===== config.mk =====
export PLATFORM = sky130hd
export DESIGN_NAME = fetchControl
export DESIGN_NICKNAME = d
export VERILOG_FILES = /design/src/verilog/armIsaPkg.sv /design/src/verilog/fetchCfgPkg.sv /design/src/verilog/fetchControl.sv
export SDC_FILE = /design/constraint.sdc
export NUM_CORES = 1
export LEC_CHECK = 0
export ABC_AREA = 1
export BUFFER_PORTS_ARGS = -buffer_cell sky130_fd_sc_hd__buf_2
export CAP_MARGIN = 20
export CORE_AREA = 2 2 140 142
export CTS_BUF_LIST = sky130_fd_sc_hd__clkbuf_4
export DETAILED_ROUTE_END_ITERATION = 8
export DIE_AREA = 0 0 142 144
export PLACE_DENSITY = 0.77
export SYNTH_ARGS = -nofsm -noshare
export SYNTH_HDL_FRONTEND = slang
export SYNTH_SLANG_ARGS = --single-unit

===== constraint.sdc =====
create_clock -name clk -period 3.9 [get_ports clk]
set_input_delay 0 -clock clk [delete_from_list [all_inputs] [get_ports clk]]
set_output_delay 0 -clock clk [all_outputs]
set_load 0.01 [all_outputs]

===== src/verilog/armIsaPkg.sv =====
`default_nettype none

package armIsaPkg;

    ////////////////////////////////
    // Instruction word fields
    ////////////////////////////////

    typedef logic [31:0] instrWordT;
    typedef logic [3:0]  condT;
    typedef logic [3:0]  regIdxT;

    // N Z C V from the msb down
    typedef logic [3:0]  flagsT;

    // Condition field encodings
    localparam condT condEq = 4'h0;
    localparam condT condNe = 4'h1;
    localparam condT condCs = 4'h2;
    localparam condT condCc = 4'h3;
    localparam condT condMi = 4'h4;
    localparam condT condPl = 4'h5;
    localparam condT condVs = 4'h6;
    localparam condT condVc = 4'h7;
    localparam condT condHi = 4'h8;
    localparam condT condLs = 4'h9;
    localparam condT condGe = 4'hA;
    localparam condT condLt = 4'hB;
    localparam condT condGt = 4'hC;
    localparam condT condLe = 4'hD;
    localparam condT condAl = 4'hE;

    // Coarse instruction classes seen by the front end
    typedef enum logic [2:0] {
        classDataProc,
        classMultiply,
        classLoadStore,
        classBranch,
        classOther
    } instrClassT;

endpackage

`default_nettype wire


===== src/verilog/fetchCfgPkg.sv =====
`default_nettype none

package fetchCfgPkg;

    ////////////////////////////////
    // Memory geometry
    ////////////////////////////////

    localparam int memDepth = 128;

    typedef logic [6:0]  wordAddrT;
    typedef logic [31:0] pcT;

    // Address of the last word in memory
    localparam pcT lastPc = pcT'((memDepth - 1) * 4);

    ////////////////////////////////
    // Host register map
    ////////////////////////////////

    typedef logic [9:0] wbAddrT;

    // Word indices above the memory window
    localparam logic [7:0] ctrlAddr = 8'd128;
    localparam logic [7:0] pcAddr   = 8'd129;

    typedef enum logic [1:0] {
        stIdle,
        stRun,
        stHalt
    } fetchStateT;

endpackage

`default_nettype wire


===== src/verilog/fetchControl.sv =====
`timescale 1ns/100ps
`default_nettype none

module fetchControl (
    input  logic                  clk,
    input  logic                  rstN,
    input  logic                  wbCyc,
    input  logic                  wbStb,
    input  logic                  wbWe,
    input  fetchCfgPkg::wbAddrT   wbAdr,
    input  armIsaPkg::instrWordT  wbDatW,
    output armIsaPkg::instrWordT  wbDatR,
    output logic                  wbAck,
    output logic                  memWrEn,
    output fetchCfgPkg::wordAddrT memAddr,
    output armIsaPkg::instrWordT  memWrData,
    input  armIsaPkg::instrWordT  memRdData,
    output fetchCfgPkg::pcT       fetchPc,
    input  armIsaPkg::instrWordT  fetchWord,
    input  armIsaPkg::condT       cond,
    input  armIsaPkg::instrClassT iClass,
    input  armIsaPkg::regIdxT     rd,
    input  armIsaPkg::regIdxT     rn,
    input  armIsaPkg::regIdxT     rm,
    input  logic                  taken,
    input  fetchCfgPkg::pcT       target,
    input  logic                  selfLoop,
    output logic                  decValid,
    input  logic                  decReady,
    output fetchCfgPkg::pcT       decPc,
    output armIsaPkg::instrWordT  decWord,
    output armIsaPkg::instrClassT decClass,
    output armIsaPkg::condT       decCond,
    output armIsaPkg::regIdxT     decRd,
    output armIsaPkg::regIdxT     decRn,
    output armIsaPkg::regIdxT     decRm,
    output logic                  decTaken
);
    import armIsaPkg::*;
    import fetchCfgPkg::*;

    fetchStateT state;
    pcT         pc;
    logic [7:0] wbWord;
    logic       wbReq;
    logic       ctrlWr;
    logic       xfer;
    logic       advance;
    logic       decStop;
    instrWordT  readValue;

    ////////////////////////////////
    // Wishbone slave
    ////////////////////////////////

    // One request per held cycle; the ack cycle is not a new request
    assign wbReq     = wbCyc && wbStb && !wbAck;
    assign wbWord    = wbAdr[9:2];
    assign memAddr   = wbWord[6:0];
    assign memWrEn   = wbReq && wbWe && !wbWord[7];
    assign memWrData = wbDatW;
    assign ctrlWr    = wbReq && wbWe && (wbWord == ctrlAddr);

    always_comb begin
        if (!wbWord[7]) begin
            readValue = memRdData;
        end else if (wbWord == ctrlAddr) begin
            readValue = {30'd0, state == stHalt, state == stRun};
        end else if (wbWord == pcAddr) begin
            readValue = pc;
        end else begin
            readValue = '0;
        end
    end

    always_ff @(posedge clk or negedge rstN) begin
        if (!rstN) begin
            wbAck <= 1'b0;
        end else begin
            wbAck <= wbReq;
        end
    end

    always_ff @(posedge clk) begin
        if (wbReq && !wbWe) begin
            wbDatR <= readValue;
        end
    end

    ////////////////////////////////
    // Fetch FSM and PC
    ////////////////////////////////

    assign xfer    = decValid && decReady;
    // Load when the slot is free, never past a stopping item
    assign advance = (state == stRun) && !ctrlWr && (!decValid || (decReady && !decStop));
    assign fetchPc = pc;

    always_ff @(posedge clk or negedge rstN) begin
        if (!rstN) begin
            state <= stIdle;
            pc    <= '0;
        end else if (ctrlWr) begin
            if (wbDatW[0]) begin
                state <= stRun;
                pc    <= '0;
            end else begin
                state <= stIdle;
            end
        end else begin
            if (xfer && decStop && (state == stRun)) begin
                state <= stHalt;
            end
            if (advance) begin
                pc <= taken ? target : pc + 32'd4;
            end
        end
    end

    always_ff @(posedge clk or negedge rstN) begin
        if (!rstN) begin
            decValid <= 1'b0;
        end else if (advance) begin
            decValid <= 1'b1;
        end else if (xfer) begin
            decValid <= 1'b0;
        end
    end

    // Output item register
    always_ff @(posedge clk) begin
        if (advance) begin
            decPc    <= pc;
            decWord  <= fetchWord;
            decClass <= iClass;
            decCond  <= cond;
            decRd    <= rd;
            decRn    <= rn;
            decRm    <= rm;
            decTaken <= taken;
            decStop  <= selfLoop || (pc == lastPc);
        end
    end

    wbAckSingle: assert property (@(posedge clk) disable iff (!rstN) wbAck |=> !wbAck);

    streamHold: assert property (@(posedge clk) disable iff (!rstN)
        decValid && !decReady |=> decValid && $stable(decPc) && $stable(decWord)
            && $stable(decClass) && $stable(decCond) && $stable(decRd)
            && $stable(decRn) && $stable(decRm) && $stable(decTaken));

endmodule

`default_nettype wire


==> impl_summary.txt, run 1 <==
----------------------------------------------------
[Outcome]
  Result of the run ... complete, no violations

[Synthesis]
  Register bit total from synthesis ... 153
  Synthesis warning total ... 0
  Compound-Gate Fraction of Synth Area ... 0.04917
  Synthesized cell area ... 0.006870 mm^2
  Mapped Cells ... 688
  Average footprint of a synthesized cell ... 9.986 um^2
  Synthesized netlist net count ... 854
  Adder-cell share of the synthesized area ... 0.001821
  Simple-Gate Fraction of Synth Area ... 0.2164
  Share of the synthesized netlist area taken by xor and xnor gates ... 0.007649
  Count of distinct cell types in the synthesized netlist ... 30
  Mux share of post-synthesis cell area ... 0
  Main combinational cell family by area after synthesis ... simple AND/OR/NAND/NOR gates
  Post-synthesis sequential area ratio ... 0.6425

[Die]
  Initial Utilization ... 0.3601
  Horizontal die dimension ... 142 um
  Number of placed I/O pins ... 355
  Number of cell rows ... 51
  Placeable core region ... 0.01908 mm^2
  Vert. Die Dim ... 144 um
  Die Footprint ... 0.02045 mm^2

[Setup path]
  Kind of critical path ... in -> reg
  Nature of the critical path endpoint ... register
  Largest fanout of any net on the critical path ... 6
  Startpoint class of the critical path ... input port
  Arrival time at the worst endpoint ... 3.59 ns
  Worst endpoint required time ... 4.42 ns

[Power and ir drop]
  Power per Cell Area ... 307.7 mW/mm^2
  Final Power ... 3.085 mW
  Leak pwr ... 4.485 nW
  Maximum vdd drop ... 0.1587 mV

[STA]
  Final setup violating endpoints ... 0
  Worst setup skew after layout ... 0.02190 ns
  Setup repair after global routing missed its margin ... false
  Worst Hold Slack ... 0.000003919 ns
  Min cycle time layout ... 3.065 ns
  Actual transition at the worst max-transition pin ... 1.065 ns
  Worst slew margin relative to its limit ... 0.2885
  Number of endpoints with negative hold slack in the final report ... 0
  Setup TNS ... 0 ns
  Final max-slew violation count ... 0
  Fmax ... 326.2 MHz
  Period utilisation layout ... 0.7860

[CTS]
  Max clock buf depth ... 2
  Buffer cell driving the clock tree root ... sky130_fd_sc_hd__clkbuf_4
  CTS clk-pin slew, worst paths ... 0.15 ns
  Htree depth ... 4
  Number of buffers inserted during clock tree synthesis ... 17
  CTS tree ... built
  CTS sink cnt ... 153
  Later-pin clock latency in the skew report ... 0.57 ns

[Global routing]
  Final global-route overflow total ... 0
  Largest net degree at the start of global routing ... 51
  Number of antenna violations at the first check in global routing ... 0
  Via count of the first global-routing pass ... 6,263
  Global-route usage over all layers ... 0.2185
  Global-route wire length before repair ... 33,420 um

[Placement]
  Routability-driven placement congestion ratio ... 0.8585
  Final HPWL from detailed placement ... 15,160 um
  IO buf count ... 290

[Layout]
  Most frequent standard cell in the layout excluding fill and tap cells ... sky130_fd_sc_hd__buf_2
  Fraction of final layout cells with drive strength greater than 1 ... 0.3134
  Area added between synthesis and finish ... 45.89%
  Commonest cells after routing, fill and taps aside ... sky130_fd_sc_hd__buf_2, sky130_fd_sc_hd__nand2_1, sky130_fd_sc_hd__dlygate4sd3_1, sky130_fd_sc_hd__edfxtp_1, sky130_fd_sc_hd__nor2_1
  Final core utilization ... 0.5253
  Sequential standard cell area ... 0.004414 mm^2
  Layout Nets ... 1,254
  Area of the multi-input gates ... 0.001897 mm^2
  Filler instances ... 1,651

[Routing]
  Vias per inst ... 4.774
  Average wire length per cell after detail routing ... 17.16 um
  Drc violations ... 0
  WL final ... 23,000 um
  Vias after detailed routing ... 6,397
  Detail Route Antenna Nets ... 0
  Number of DRC violations after detailed-routing iteration 0 ... 471
  First-pass DRT Iterations ... 5

[Run]
  Number of maximum-capacitance constraint violations ... 0

[Worst hold path]
  Path class of the lowest-slack min-delay path ... in -> out

----------------------------------------------------
cell type report:
cell class / count / area share
Clock buffer: 18 / 0.01348
Tap cell: 238 / 0.02971
Antenna cell: 1 / 0.0002497
Multi-Input combinational cell: 428 / 0.1892
Clock inverter: 14 / 0.01560
Inverter: 52 / 0.01997
Timing Repair Buffer: 436 / 0.2913
Sequential cell: 153 / 0.4404
metrics by stage:
stage          area, um^2  setup WS (ns)  instances
4_1_cts             10020         0.9104       1339
6_report            10020         0.8347       1340
2_1_floorplan        6870         0.8994        688
3_5_place_dp         8288          1.494       1163
5_1_grt             10020         0.8087       1339
3_3_place_gp         8288          1.550       1163
power breakdown:
group / leakage (nW) / total (mW) / internal, mW / switching, mW
clock network: 0.153 / 1.01 / 0.352 / 0.661
logic: 2.82 / 0.297 / 0.169 / 0.128
registers: 1.52 / 1.77 / 1.77 / 0.00938
worst max-delay path: stages:
cell	delay, ns
sky130_fd_sc_hd__dlygate4sd3_1	0.53
sky130_fd_sc_hd__buf_2	0.13
sky130_fd_sc_hd__nor2_2	0.10
sky130_fd_sc_hd__nand2_2	0.06
sky130_fd_sc_hd__dlygate4sd3_1	0.60
sky130_fd_sc_hd__nor2_4	0.16
sky130_fd_sc_hd__nand2_4	0.10
sky130_fd_sc_hd__dlygate4sd3_1	0.59
sky130_fd_sc_hd__inv_2	0.08
sky130_fd_sc_hd__nand2_2	0.08
sky130_fd_sc_hd__dlygate4sd3_1	0.56
sky130_fd_sc_hd__nand2_1	0.06
sky130_fd_sc_hd__dlygate4sd3_1	0.54
cell usage after synthesis:
| library cell | number | share of area |
|---|---|---|
| sky130_fd_sc_hd__a21oi_1 | 2 | 0.0015 |
| sky130_fd_sc_hd__and2_1 | 2 | 0.0018 |
| sky130_fd_sc_hd__buf_2 | 1 | 0.00073 |
| sky130_fd_sc_hd__buf_4 | 41 | 0.045 |
| sky130_fd_sc_hd__buf_6 | 1 | 0.0016 |
| sky130_fd_sc_hd__clkbuf_1 | 12 | 0.0066 |
| sky130_fd_sc_hd__clkinv_1 | 1 | 0.00055 |
| sky130_fd_sc_hd__dfrtp_1 | 36 | 0.13 |
| sky130_fd_sc_hd__edfxtp_1 | 117 | 0.51 |
| sky130_fd_sc_hd__ha_1 | 1 | 0.0018 |
| sky130_fd_sc_hd__inv_1 | 46 | 0.025 |
| sky130_fd_sc_hd__inv_2 | 4 | 0.0022 |
| sky130_fd_sc_hd__inv_4 | 1 | 0.00091 |
| sky130_fd_sc_hd__nand2_1 | 192 | 0.10 |
| sky130_fd_sc_hd__nand2_2 | 3 | 0.0027 |
| sky130_fd_sc_hd__nand2_4 | 3 | 0.0049 |
| sky130_fd_sc_hd__nand3_1 | 46 | 0.034 |
| sky130_fd_sc_hd__nand3b_1 | 1 | 0.0011 |
| sky130_fd_sc_hd__nand4_1 | 6 | 0.0055 |
| sky130_fd_sc_hd__nor2_1 | 91 | 0.050 |
| sky130_fd_sc_hd__nor2_2 | 5 | 0.0046 |
| sky130_fd_sc_hd__nor2_4 | 3 | 0.0049 |
| sky130_fd_sc_hd__nor3_1 | 2 | 0.0015 |
| sky130_fd_sc_hd__nor4b_1 | 1 | 0.0013 |
| sky130_fd_sc_hd__o211ai_1 | 2 | 0.0022 |
| sky130_fd_sc_hd__o21ai_0 | 46 | 0.034 |
| sky130_fd_sc_hd__o21ai_1 | 15 | 0.011 |
| sky130_fd_sc_hd__o21bai_1 | 1 | 0.0011 |
| sky130_fd_sc_hd__xnor2_1 | 1 | 0.0013 |
| sky130_fd_sc_hd__xor2_1 | 5 | 0.0064 |
cell families (layout without fill, tap and decap cells):
family,Yosys count,after routing
simple gates,355,355
buf+inv,107,520
flops,153,153
other cells,0,1
fa+ha+maj,1,1
compound gates,66,66
xor+xnor,6,6
state kept, by name, summed over array words and instances (netlist names):
name / cells
decCond: 4
decWord: 32
decClass: 3
fetchPc: 32
wbDatR: 32
state: 2
decRd: 4
decRn: 4
decRm: 4
decValid: 1
decTaken: 1
decStop: 1
wbAck: 1
decPc: 32
timing repair:
action                                 4_1_cts  5_1_grt
endpoints found under the hold margin      189        0
buffers inserted                             0        0
resized for setup                            0        0
hold buffers                               144        0
final timing paths:
kind / from / slack, ns / endpoint / cells after the start
min reg2reg: state[1] / 0.57 / state[1] / 2
max reg2reg: wbAck / 1.00 / state[0] / 10
min: wbDatW[28] / 0.000004 / memWrData[28] / 0
min in group asynchronous: rstN / 0.07 / wbAck / 2
max in group asynchronous: rstN / 3.26 / fetchPc[15] / 2
max: wbAdr[8] / 0.83 / state[0] / 13
layer usage:
layer  track usage  part of all wire  vias to the layer above
li1              -                 -                     3039
met1        0.2349              0.37                     2966
met2        0.3977              0.51                      302
met3       0.06159             0.074                       90
met4        0.1026             0.040                        0
met5             0                 0                        -
No activity file was read; power rests on OpenSTA's default activity.
==> run 2: changes to the inputs <==
--- a/config.mk
+++ b/config.mk
@@ -8,11 +8,11 @@
 export ABC_AREA = 1
 export BUFFER_PORTS_ARGS = -buffer_cell sky130_fd_sc_hd__buf_2
 export CAP_MARGIN = 20
-export CORE_AREA = 2 2 140 142
+export CORE_AREA = 2 2 139 141
 export CTS_BUF_LIST = sky130_fd_sc_hd__clkbuf_4
 export DETAILED_ROUTE_END_ITERATION = 8
-export DIE_AREA = 0 0 142 144
-export PLACE_DENSITY = 0.77
+export DIE_AREA = 0 0 141 143
+export PLACE_DENSITY = 0.81
 export SYNTH_ARGS = -nofsm -noshare
 export SYNTH_HDL_FRONTEND = slang
 export SYNTH_SLANG_ARGS = --single-unit
==> constraint.sdc (replaced) <==
create_clock -name clk -period 2.5 [get_ports clk]
set_input_delay 0 -clock clk [delete_from_list [all_inputs] [get_ports clk]]
set_output_delay 0 -clock clk [all_outputs]
set_load 0.01 [all_outputs]
==> run 2 against run 1 <==
Sequential share of layout area about the same. Design area about the same. Global-route usage increased by 1.3 points. Critical path type is now reg -> reg. Clock skew increased by 0.0074 ns. Combinational power increased by 58%. Die area fell by 1.4%.
==> impl_summary.txt, run 2 (same netlist as run 1, synthesis figures left out) <==
----------------------------------------------------
[CTS]
  Max clock buf depth ... 2 (unchanged)
  Post-CTS setup buffer count ... 0 (unchanged)
  Later-pin clock latency in the skew report ... 0.55 ns (-0.02 ns)
  Buffer cell driving the clock tree root ... sky130_fd_sc_hd__clkbuf_4
  CTS clk-pin slew, worst paths ... 0.15 ns (about the same)
  CTS sink cnt ... 153 (unchanged)
  Number of buffers inserted during clock tree synthesis ... 17 (unchanged)
  Htree depth ... 4 (unchanged)
  CTS tree ... built

[Layout]
  Fraction of final layout cells with drive strength greater than 1 ... 0.3191 (+0.005739)
  Most frequent standard cell in the layout excluding fill and tap cells ... sky130_fd_sc_hd__buf_2
  Final standard cell area without fillers ... 0.01003 mm^2 (about the same)
  Commonest cells after routing, fill and taps aside ... sky130_fd_sc_hd__buf_2, sky130_fd_sc_hd__nand2_1, sky130_fd_sc_hd__dlygate4sd3_1, sky130_fd_sc_hd__edfxtp_1, sky130_fd_sc_hd__nor2_1
  Layout Nets ... 1,253 (-0.080%)
  Filler instances ... 1,611 (-2.4%)
  Area added between synthesis and finish ... 45.98% (about the same)

[Global routing]
  Global-route wire length before repair ... 35,290 um (+5.6%)
  Global-route usage over all layers ... 0.2317 (+0.01320)
  Largest net degree at the start of global routing ... 75 (+47%)
  Final global-route overflow total ... 0 (unchanged)
  Via count of the first global-routing pass ... 6,553 (+4.6%)
  Number of antenna violations at the first check in global routing ... 4 (+4)

[Placement]
  Cell area after placement ... 0.008335 mm^2 (+0.57%)
  Routability-driven placement congestion ratio ... 0.8806 (+2.6%)
  Worst setup slack after placement ... 0.6400 ns (-0.8539 ns)
  IO buf count ... 290 (unchanged)
  Final HPWL from detailed placement ... 15,690 um (+3.5%)

[Setup path]
  Worst endpoint required time ... 2.94 ns (-1.48 ns)
  FF-to-FF setup slack ... 0.21 ns (-0.79 ns)
  Startpoint class of the critical path ... register
  Largest fanout of any net on the critical path ... 6 (unchanged)
  Worst-case reg-to-reg path depth ... 8 (-2)
  Kind of critical path ... reg -> reg
  Arrival time at the worst endpoint ... 2.73 ns (-0.86 ns)
  Nature of the critical path endpoint ... register

[STA]
  Final max-slew violation count ... 0 (unchanged)
  Actual transition at the worst max-transition pin ... 0.9195 ns (-0.1452 ns)
  Min cycle time layout ... 2.293 ns
  Worst slew margin relative to its limit ... 0.3870 (+0.09855)
  Setup ws final ... 0.2066 ns (-0.6281 ns)
  Fmax ... 436.0 MHz
  Final setup violating endpoints ... 0 (unchanged)
  Setup TNS ... 0 ns (unchanged)
  Number of endpoints with negative hold slack in the final report ... 0 (unchanged)
  Worst setup skew after layout ... 0.02928 ns (+0.007380 ns)
  Setup repair after global routing missed its margin ... false
  Period utilisation layout ... 0.9174

[Routing]
  Vias after detailed routing ... 6,481 (+1.3%)
  Detail Route Antenna Nets ... 0 (unchanged)
  Drc violations ... 0 (unchanged)
  Number of DRC violations after detailed-routing iteration 0 ... 431 (-8.5%)
  Average wire length per cell after detail routing ... 17.55 um (+2.2%)
  Vias per inst ... 4.844 (+1.5%)
  WL final ... 23,480 um (+2.1%)
  First-pass DRT Iterations ... 8 (+3)

[Worst hold path]
  Path class of the lowest-slack min-delay path ... in -> out
  Hold Path Stages ... 0 (unchanged)

[Power and ir drop]
  Power per Cell Area ... 478.5 mW/mm^2 (+56%)
  Maximum vdd drop ... 0.2398 mV (+51%)
  Leak pwr ... 4.489 nW (about the same)

[Die]
  Number of placed I/O pins ... 355 (unchanged)
  Horizontal die dimension ... 141 um (-0.70%)
  Placeable core region ... 0.01858 mm^2 (-2.6%)
  Number of cell rows ... 50 (-2.0%)
  Initial Utilization ... 0.3698 (+0.009675)
  Vert. Die Dim ... 143 um (-0.69%)
  Die Footprint ... 0.02016 mm^2 (-1.4%)

[Run]
  Number of maximum-capacitance constraint violations ... 0 (unchanged)

[Outcome]
  Result of the run ... complete, no violations

----------------------------------------------------
==> run 2: critical path, stage by stage (launching register included) <==
cell	delay, ns
sky130_fd_sc_hd__dfrtp_1	0.51
sky130_fd_sc_hd__ha_1	0.26
sky130_fd_sc_hd__nand2_1	0.07
sky130_fd_sc_hd__nor2_1	0.24
sky130_fd_sc_hd__nand2_2	0.19
sky130_fd_sc_hd__xor2_1	0.18
sky130_fd_sc_hd__o21ai_1	0.11
sky130_fd_sc_hd__dlygate4sd3_1	0.55
sky130_fd_sc_hd__o21ai_1	0.06
==> run 2: layer usage <==
layer	vias up	global-route usage	wire (um)
li1	3040	-	-
met1	3042	0.2607	8725
met2	333	0.4095	12040
met3	66	0.05835	1767
met4	0	0.1179	945
met5	-	0	0
==> run 2: final timing paths <==
kind	from	to
worst max-delay path	fetchPc[3]	fetchPc[10]
min in group asynchronous	rstN	wbAck
worst min-delay path	wbDatW[25]	memWrData[25]
worst max register to register	fetchPc[3]	fetchPc[10]
worst min register to register	state[1]	state[1]
max in group asynchronous	rstN	fetchPc[15]
==> run 2: cell type report <==
type | instances | area, um^2 | share of cell area
antenna | 4 | 10.01 | 0.0009980
clock buffer | 18 | 135.1 | 0.01347
clock inverter | 14 | 157.7 | 0.01572
inverter | 52 | 201.4 | 0.02008
multi-input combinational | 428 | 1918 | 0.1912
sequential | 153 | 4414 | 0.4401
tap | 234 | 292.8 | 0.02919
timing repair buffer | 435 | 2900 | 0.2892
==> run 2: per-stage QoR <==
step	power, mW	utilization	instances	hold slack [ns]
2_1_floorplan	2.991	-	688	-0.2956
3_3_place_gp	3.104	0.4486	1163	0.0001189
3_5_place_dp	3.113	0.4486	1163	0.0001189
4_1_cts	4.844	0.5393	1334	0.0001189
5_1_grt	5.007	0.5398	1338	0.00001506
6_report	4.800	0.5398	1338	0.000003906
==> run 2: where the power goes <==
group          total [mW]  switching (mW)  internal, mW  leakage [nW]
Sequential           2.77          0.0149          2.75          1.52
Combinational       0.469           0.204         0.265          2.82
Clock                1.56            1.01         0.551         0.150
==> run 2: timing repair <==
action	in CTS	in global routing
gates resized for setup	0	0
hold buffers	139	0
endpoints found under the hold margin	157	0
==> run 3: changes to the inputs <==
--- a/config.mk
+++ b/config.mk
@@ -5,14 +5,13 @@
 export SDC_FILE = /design/constraint.sdc
 export NUM_CORES = 1
 export LEC_CHECK = 0
-export ABC_AREA = 1
 export BUFFER_PORTS_ARGS = -buffer_cell sky130_fd_sc_hd__buf_2
 export CAP_MARGIN = 20
-export CORE_AREA = 2 2 139 141
+export CORE_AREA = 2 2 140 142
 export CTS_BUF_LIST = sky130_fd_sc_hd__clkbuf_4
 export DETAILED_ROUTE_END_ITERATION = 8
-export DIE_AREA = 0 0 141 143
-export PLACE_DENSITY = 0.81
+export DIE_AREA = 0 0 142 144
+export PLACE_DENSITY = 0.76
 export SYNTH_ARGS = -nofsm -noshare
 export SYNTH_HDL_FRONTEND = slang
 export SYNTH_SLANG_ARGS = --single-unit
==> constraint.sdc (replaced) <==
create_clock -name clk -period 2.9 [get_ports clk]
set_input_delay 0 -clock clk [delete_from_list [all_inputs] [get_ports clk]]
set_output_delay 0 -clock clk [all_outputs]
set_load 0.01 [all_outputs]
==> run 3 against run 2 <==
First-iteration DRC count is 30% lower. Critical path depth shrank 2. Utilization fell by 2.4 points. Register-to-register slack lost 0.04 ns. Largest power group unchanged. Worst setup slack got worse by 0.039 ns. Clock skew down 0.0032 ns. Wire length fell by 9.9%. Die area increased by 1.4%. Sequential share of layout area grew 0.88 points. Sequential power is 10% lower. Non-clock buffer count up 10. Maximum frequency shrank 16%.
==> impl_summary.txt, run 3 <==
----------------------------------------------------
[Placement]
  IO buf count ... 290 (unchanged)
  Routability-driven placement congestion ratio ... 0.9141 (+3.8%)
  Number of placed instances, taps included ... 974 (-16%)
  Worst setup slack after placement ... 0.4368 ns (-0.2032 ns)
  Final HPWL from detailed placement ... 13,830 um (-12%)

[Die]
  Placeable core region ... 0.01908 mm^2 (+2.7%)
  Die Footprint ... 0.02045 mm^2 (+1.4%)
  Vert. Die Dim ... 144 um (+0.70%)
  Horizontal die dimension ... 142 um (+0.71%)
  Number of placed I/O pins ... 355 (unchanged)
  Number of cell rows ... 51 (+2.0%)
  Initial Utilization ... 0.3469 (-0.02286)

[STA]
  Actual transition at the worst max-transition pin ... 0.8928 ns (-0.02669 ns)
  Fmax ... 366.0 MHz (-16%)
  Min cycle time layout ... 2.733 ns (+0.4391 ns)
  Number of endpoints with negative hold slack in the final report ... 0 (unchanged)
  Final max-slew violation count ... 0 (unchanged)
  Final setup violating endpoints ... 0 (unchanged)
  Period utilisation layout ... 0.9423 (+0.02489)
  Setup ws final ... 0.1675 ns (-0.03914 ns)
  Worst Hold Slack ... 0.000003906 ns (unchanged)
  Setup repair after global routing missed its margin ... false
  Worst setup skew after layout ... 0.02609 ns (-0.003184 ns)
  Worst slew margin relative to its limit ... 0.4048 (+0.01780)
  Setup TNS ... 0 ns (unchanged)

[Synthesis]
  Most used standard cells in the synthesized netlist ... sky130_fd_sc_hd__edfxtp_1, sky130_fd_sc_hd__buf_4, sky130_fd_sc_hd__dfrtp_1, sky130_fd_sc_hd__a22o_1, sky130_fd_sc_hd__nor2_1
  Post-synthesis sequential area ratio ... 0.6669 (+0.02441)
  Fraction of synthesis flops using an asynchronous set or reset pin ... 0.2353 (unchanged)
  Count of distinct cell types in the synthesized netlist ... 51 (+70%)
  Proportion of netlist area held by the largest area contributor ... 0.5308 (+0.01943)
  Synthesis warning total ... 0 (unchanged)
  Cell type with the largest total area after synthesis ... sky130_fd_sc_hd__edfxtp_1
  Synthesized cell area ... 0.006619 mm^2 (-3.7%)
  Synthesized netlist net count ... 659 (-23%)
  Average footprint of a synthesized cell ... 13.43 um^2 (+34%)
  Register bit total from synthesis ... 153 (unchanged)
  Predominant post-synthesis flop cell ... sky130_fd_sc_hd__edfxtp_1
  Mapped Cells ... 493 (-28%)
  Synth top area cells ... sky130_fd_sc_hd__edfxtp_1, sky130_fd_sc_hd__dfrtp_1, sky130_fd_sc_hd__a22o_1
  Number of synthesized flops with an enable pin ... 117 (unchanged)
  Dominant cell by count in the synthesized netlist ... sky130_fd_sc_hd__edfxtp_1

[Setup path]
  Beginning of the worst register-to-register path ... wbAck
  Worst endpoint required time ... 3.35 ns (+0.41 ns)
  Arrival time at the worst endpoint ... 3.18 ns (+0.45 ns)
  Largest fanout of any net on the critical path ... 4 (-2)
  Nature of the critical path endpoint ... register
  Startpoint class of the critical path ... register
  Kind of critical path ... reg -> reg
  Startpoint of the worst setup timing path ... wbAck

[Global routing]
  Number of antenna violations at the first check in global routing ... 3 (-1)
  Met1 Use GR ... 0.2247 (-0.03596)
  Busiest grt layer ... met2
  Largest net degree at the start of global routing ... 62 (-17%)
  Final global-route overflow total ... 0 (unchanged)
  Global-route track usage on met2 ... 0.3572 (-0.05227)
  Via count of the first global-routing pass ... 5,783 (-12%)
  Global-route wire length before repair ... 30,840 um (-13%)
  Global-route usage over all layers ... 0.1998 (-0.03187)
  Met3 Resource Use GR ... 0.05298 (-0.005370)

[Routing]
  WL final ... 21,140 um (-9.9%)
  Vias per inst ... 5.080 (+4.9%)
  Vias after detailed routing ... 5,822 (-10%)
  Number of DRC violations after detailed-routing iteration 0 ... 300 (-30%)
  Detail Route Antenna Nets ... 0 (unchanged)
  First-pass DRT Iterations ... 5 (-3)
  Average wire length per cell after detail routing ... 18.45 um (+5.2%)
  Drc violations ... 0 (unchanged)

[Power and ir drop]
  Maximum vdd drop ... 0.2685 mV (+12%)
  Leak pwr ... 4.000 nW (-11%)
  Switching pwr ... 1.171 mW (-4.8%)
  Power share of the sequential group ... 0.560 (-0.017)
  Power per Cell Area ... 451.0 mW/mm^2 (-5.8%)
  Net switching share of the total power ... 0.2639 (+0.007658)
  Comb power frac ... 0.114 (+0.016)
  Clock network fraction of design power ... 0.326 (about the same)
  Internal ... 3.264 mW (-8.6%)

[Outcome]
  Result of the run ... complete, no violations

[CTS]
  Buffer cell driving the clock tree root ... sky130_fd_sc_hd__clkbuf_4
  Max clock buf depth ... 2 (unchanged)
  Htree depth ... 4 (unchanged)
  CTS clk-pin slew, worst paths ... 0.15 ns (about the same)
  CTS tree ... built
  CTS sink cnt ... 153 (unchanged)
  Number of buffers inserted during clock tree synthesis ... 17 (unchanged)
  Later-pin clock latency in the skew report ... 0.55 ns (about the same)

[Layout]
  Commonest cells after routing, fill and taps aside ... sky130_fd_sc_hd__buf_2, sky130_fd_sc_hd__dlygate4sd3_1, sky130_fd_sc_hd__edfxtp_1, sky130_fd_sc_hd__dfrtp_1, sky130_fd_sc_hd__a22o_1
  Most frequent standard cell in the layout excluding fill and tap cells ... sky130_fd_sc_hd__buf_2
  Fraction of final layout cells with drive strength greater than 1 ... 0.3978 (+0.07870)
  Filler instances ... 1,609 (-0.12%)
  Layout Nets ... 1,058 (-16%)
  Area added between synthesis and finish ... 48.56%
  Finished Layout Cells ... 1,146 (-14%)
  Final core utilization ... 0.5154 (-0.02442)

[Run]
  Number of maximum-capacitance constraint violations ... 0 (unchanged)

[Worst hold path]
  Start point of the worst hold path ... wbDatW[18]
  Path class of the lowest-slack min-delay path ... in -> out

----------------------------------------------------
## run 3: changes by cell type in the layout (fill, tap and decap cells not counted), sizes merged, moves of 15 or more
cell     previous run  this run
inv                57        19
o21ai              61        23
nand2             198        23
nor2               99        23
nor4                0        15
a22o                0        35
nand3              46        17
o2bb2ai             0        19
## run 3: kinds of logic after synthesis
family | Yosys count | share of synthesized area
AO/OA/AOI/OAI | 122 | 0.1422
flip-flops | 153 | 0.6669
multiplexers | 4 | 0.008884
AND/OR/NAND/NOR | 136 | 0.1093
adder cells (fa/ha/maj) | 1 | 0.001890
buffers and inverters | 77 | 0.07089
## run 3: path summary, 6_finish.rpt
check / endpoint / slack [ns] / cells past startpoint
max in group asynchronous: fetchPc[22] / 2.22 / 2
min in group asynchronous: wbAck / 0.09 / 2
worst max register to register: fetchPc[0] / 0.17 / 6
worst max-delay path: fetchPc[0] / 0.17 / 6
worst min-delay path: memWrData[18] / 0.000004 / 0
worst min register to register: wbAck / 0.53 / 1
## run 3: area by class of cell
type	instances	area, um^2	area share
inverters	12	47.55	0.004835
clock buffers	18	135.1	0.01374
well taps	238	297.8	0.03028
diodes	3	7.507	0.0007635
clock inverters	14	180.2	0.01832
multi-input cells	263	1768	0.1798
repair buffers	445	2983	0.3033
flip-flops and latches	153	4414	0.4489
## run 3: metrics by stage
stage                     power, mW  area, um^2
after CTS                     4.477        9809
final                         4.435        9833
after global placement        2.878        8123
after detailed placement      2.888        8123
after floorplan               2.718        6624
after global routing          4.608        9833
## run 3: power groups by stage
stage               Sequential [mW]  Clock [mW]  Combinational (mW)
floorplan                      2.53           0               0.185
global placement               2.53           0               0.347
detailed placement             2.53           0               0.357
CTS                            2.48        1.49               0.505
global route                   2.49        1.57               0.548
finish                         2.48        1.44               0.507
## run 3: critical path, cell delays in order, from the launching register on
cell and delay (ns):
sky130_fd_sc_hd__dfrtp_1 0.45, sky130_fd_sc_hd__nand4b_1 0.30, sky130_fd_sc_hd__or4_1 0.55, sky130_fd_sc_hd__nand4_1 0.13, sky130_fd_sc_hd__dlygate4sd3_1 0.57, sky130_fd_sc_hd__o31ai_1 0.07, sky130_fd_sc_hd__dlygate4sd3_1 0.56
## run 3: repair_timing
| action | 4_1_cts | 5_1_grt |
|---|---|---|
| setup buffers | 0 | 0 |
| resized for setup | 0 | 3 |
| hold endpoints to repair | 176 | 0 |
| hold buffers | 137 | 0 |
| endpoints found under the setup margin | 0 | 3 |
## run 3: routing by layer
metal | vias to the layer above | share of wire
met1 | 2774 | 0.39
met3 | 40 | 0.074
li1 | 2710 | -
met4 | 0 | 0.024
met5 | - | 0
met2 | 298 | 0.52
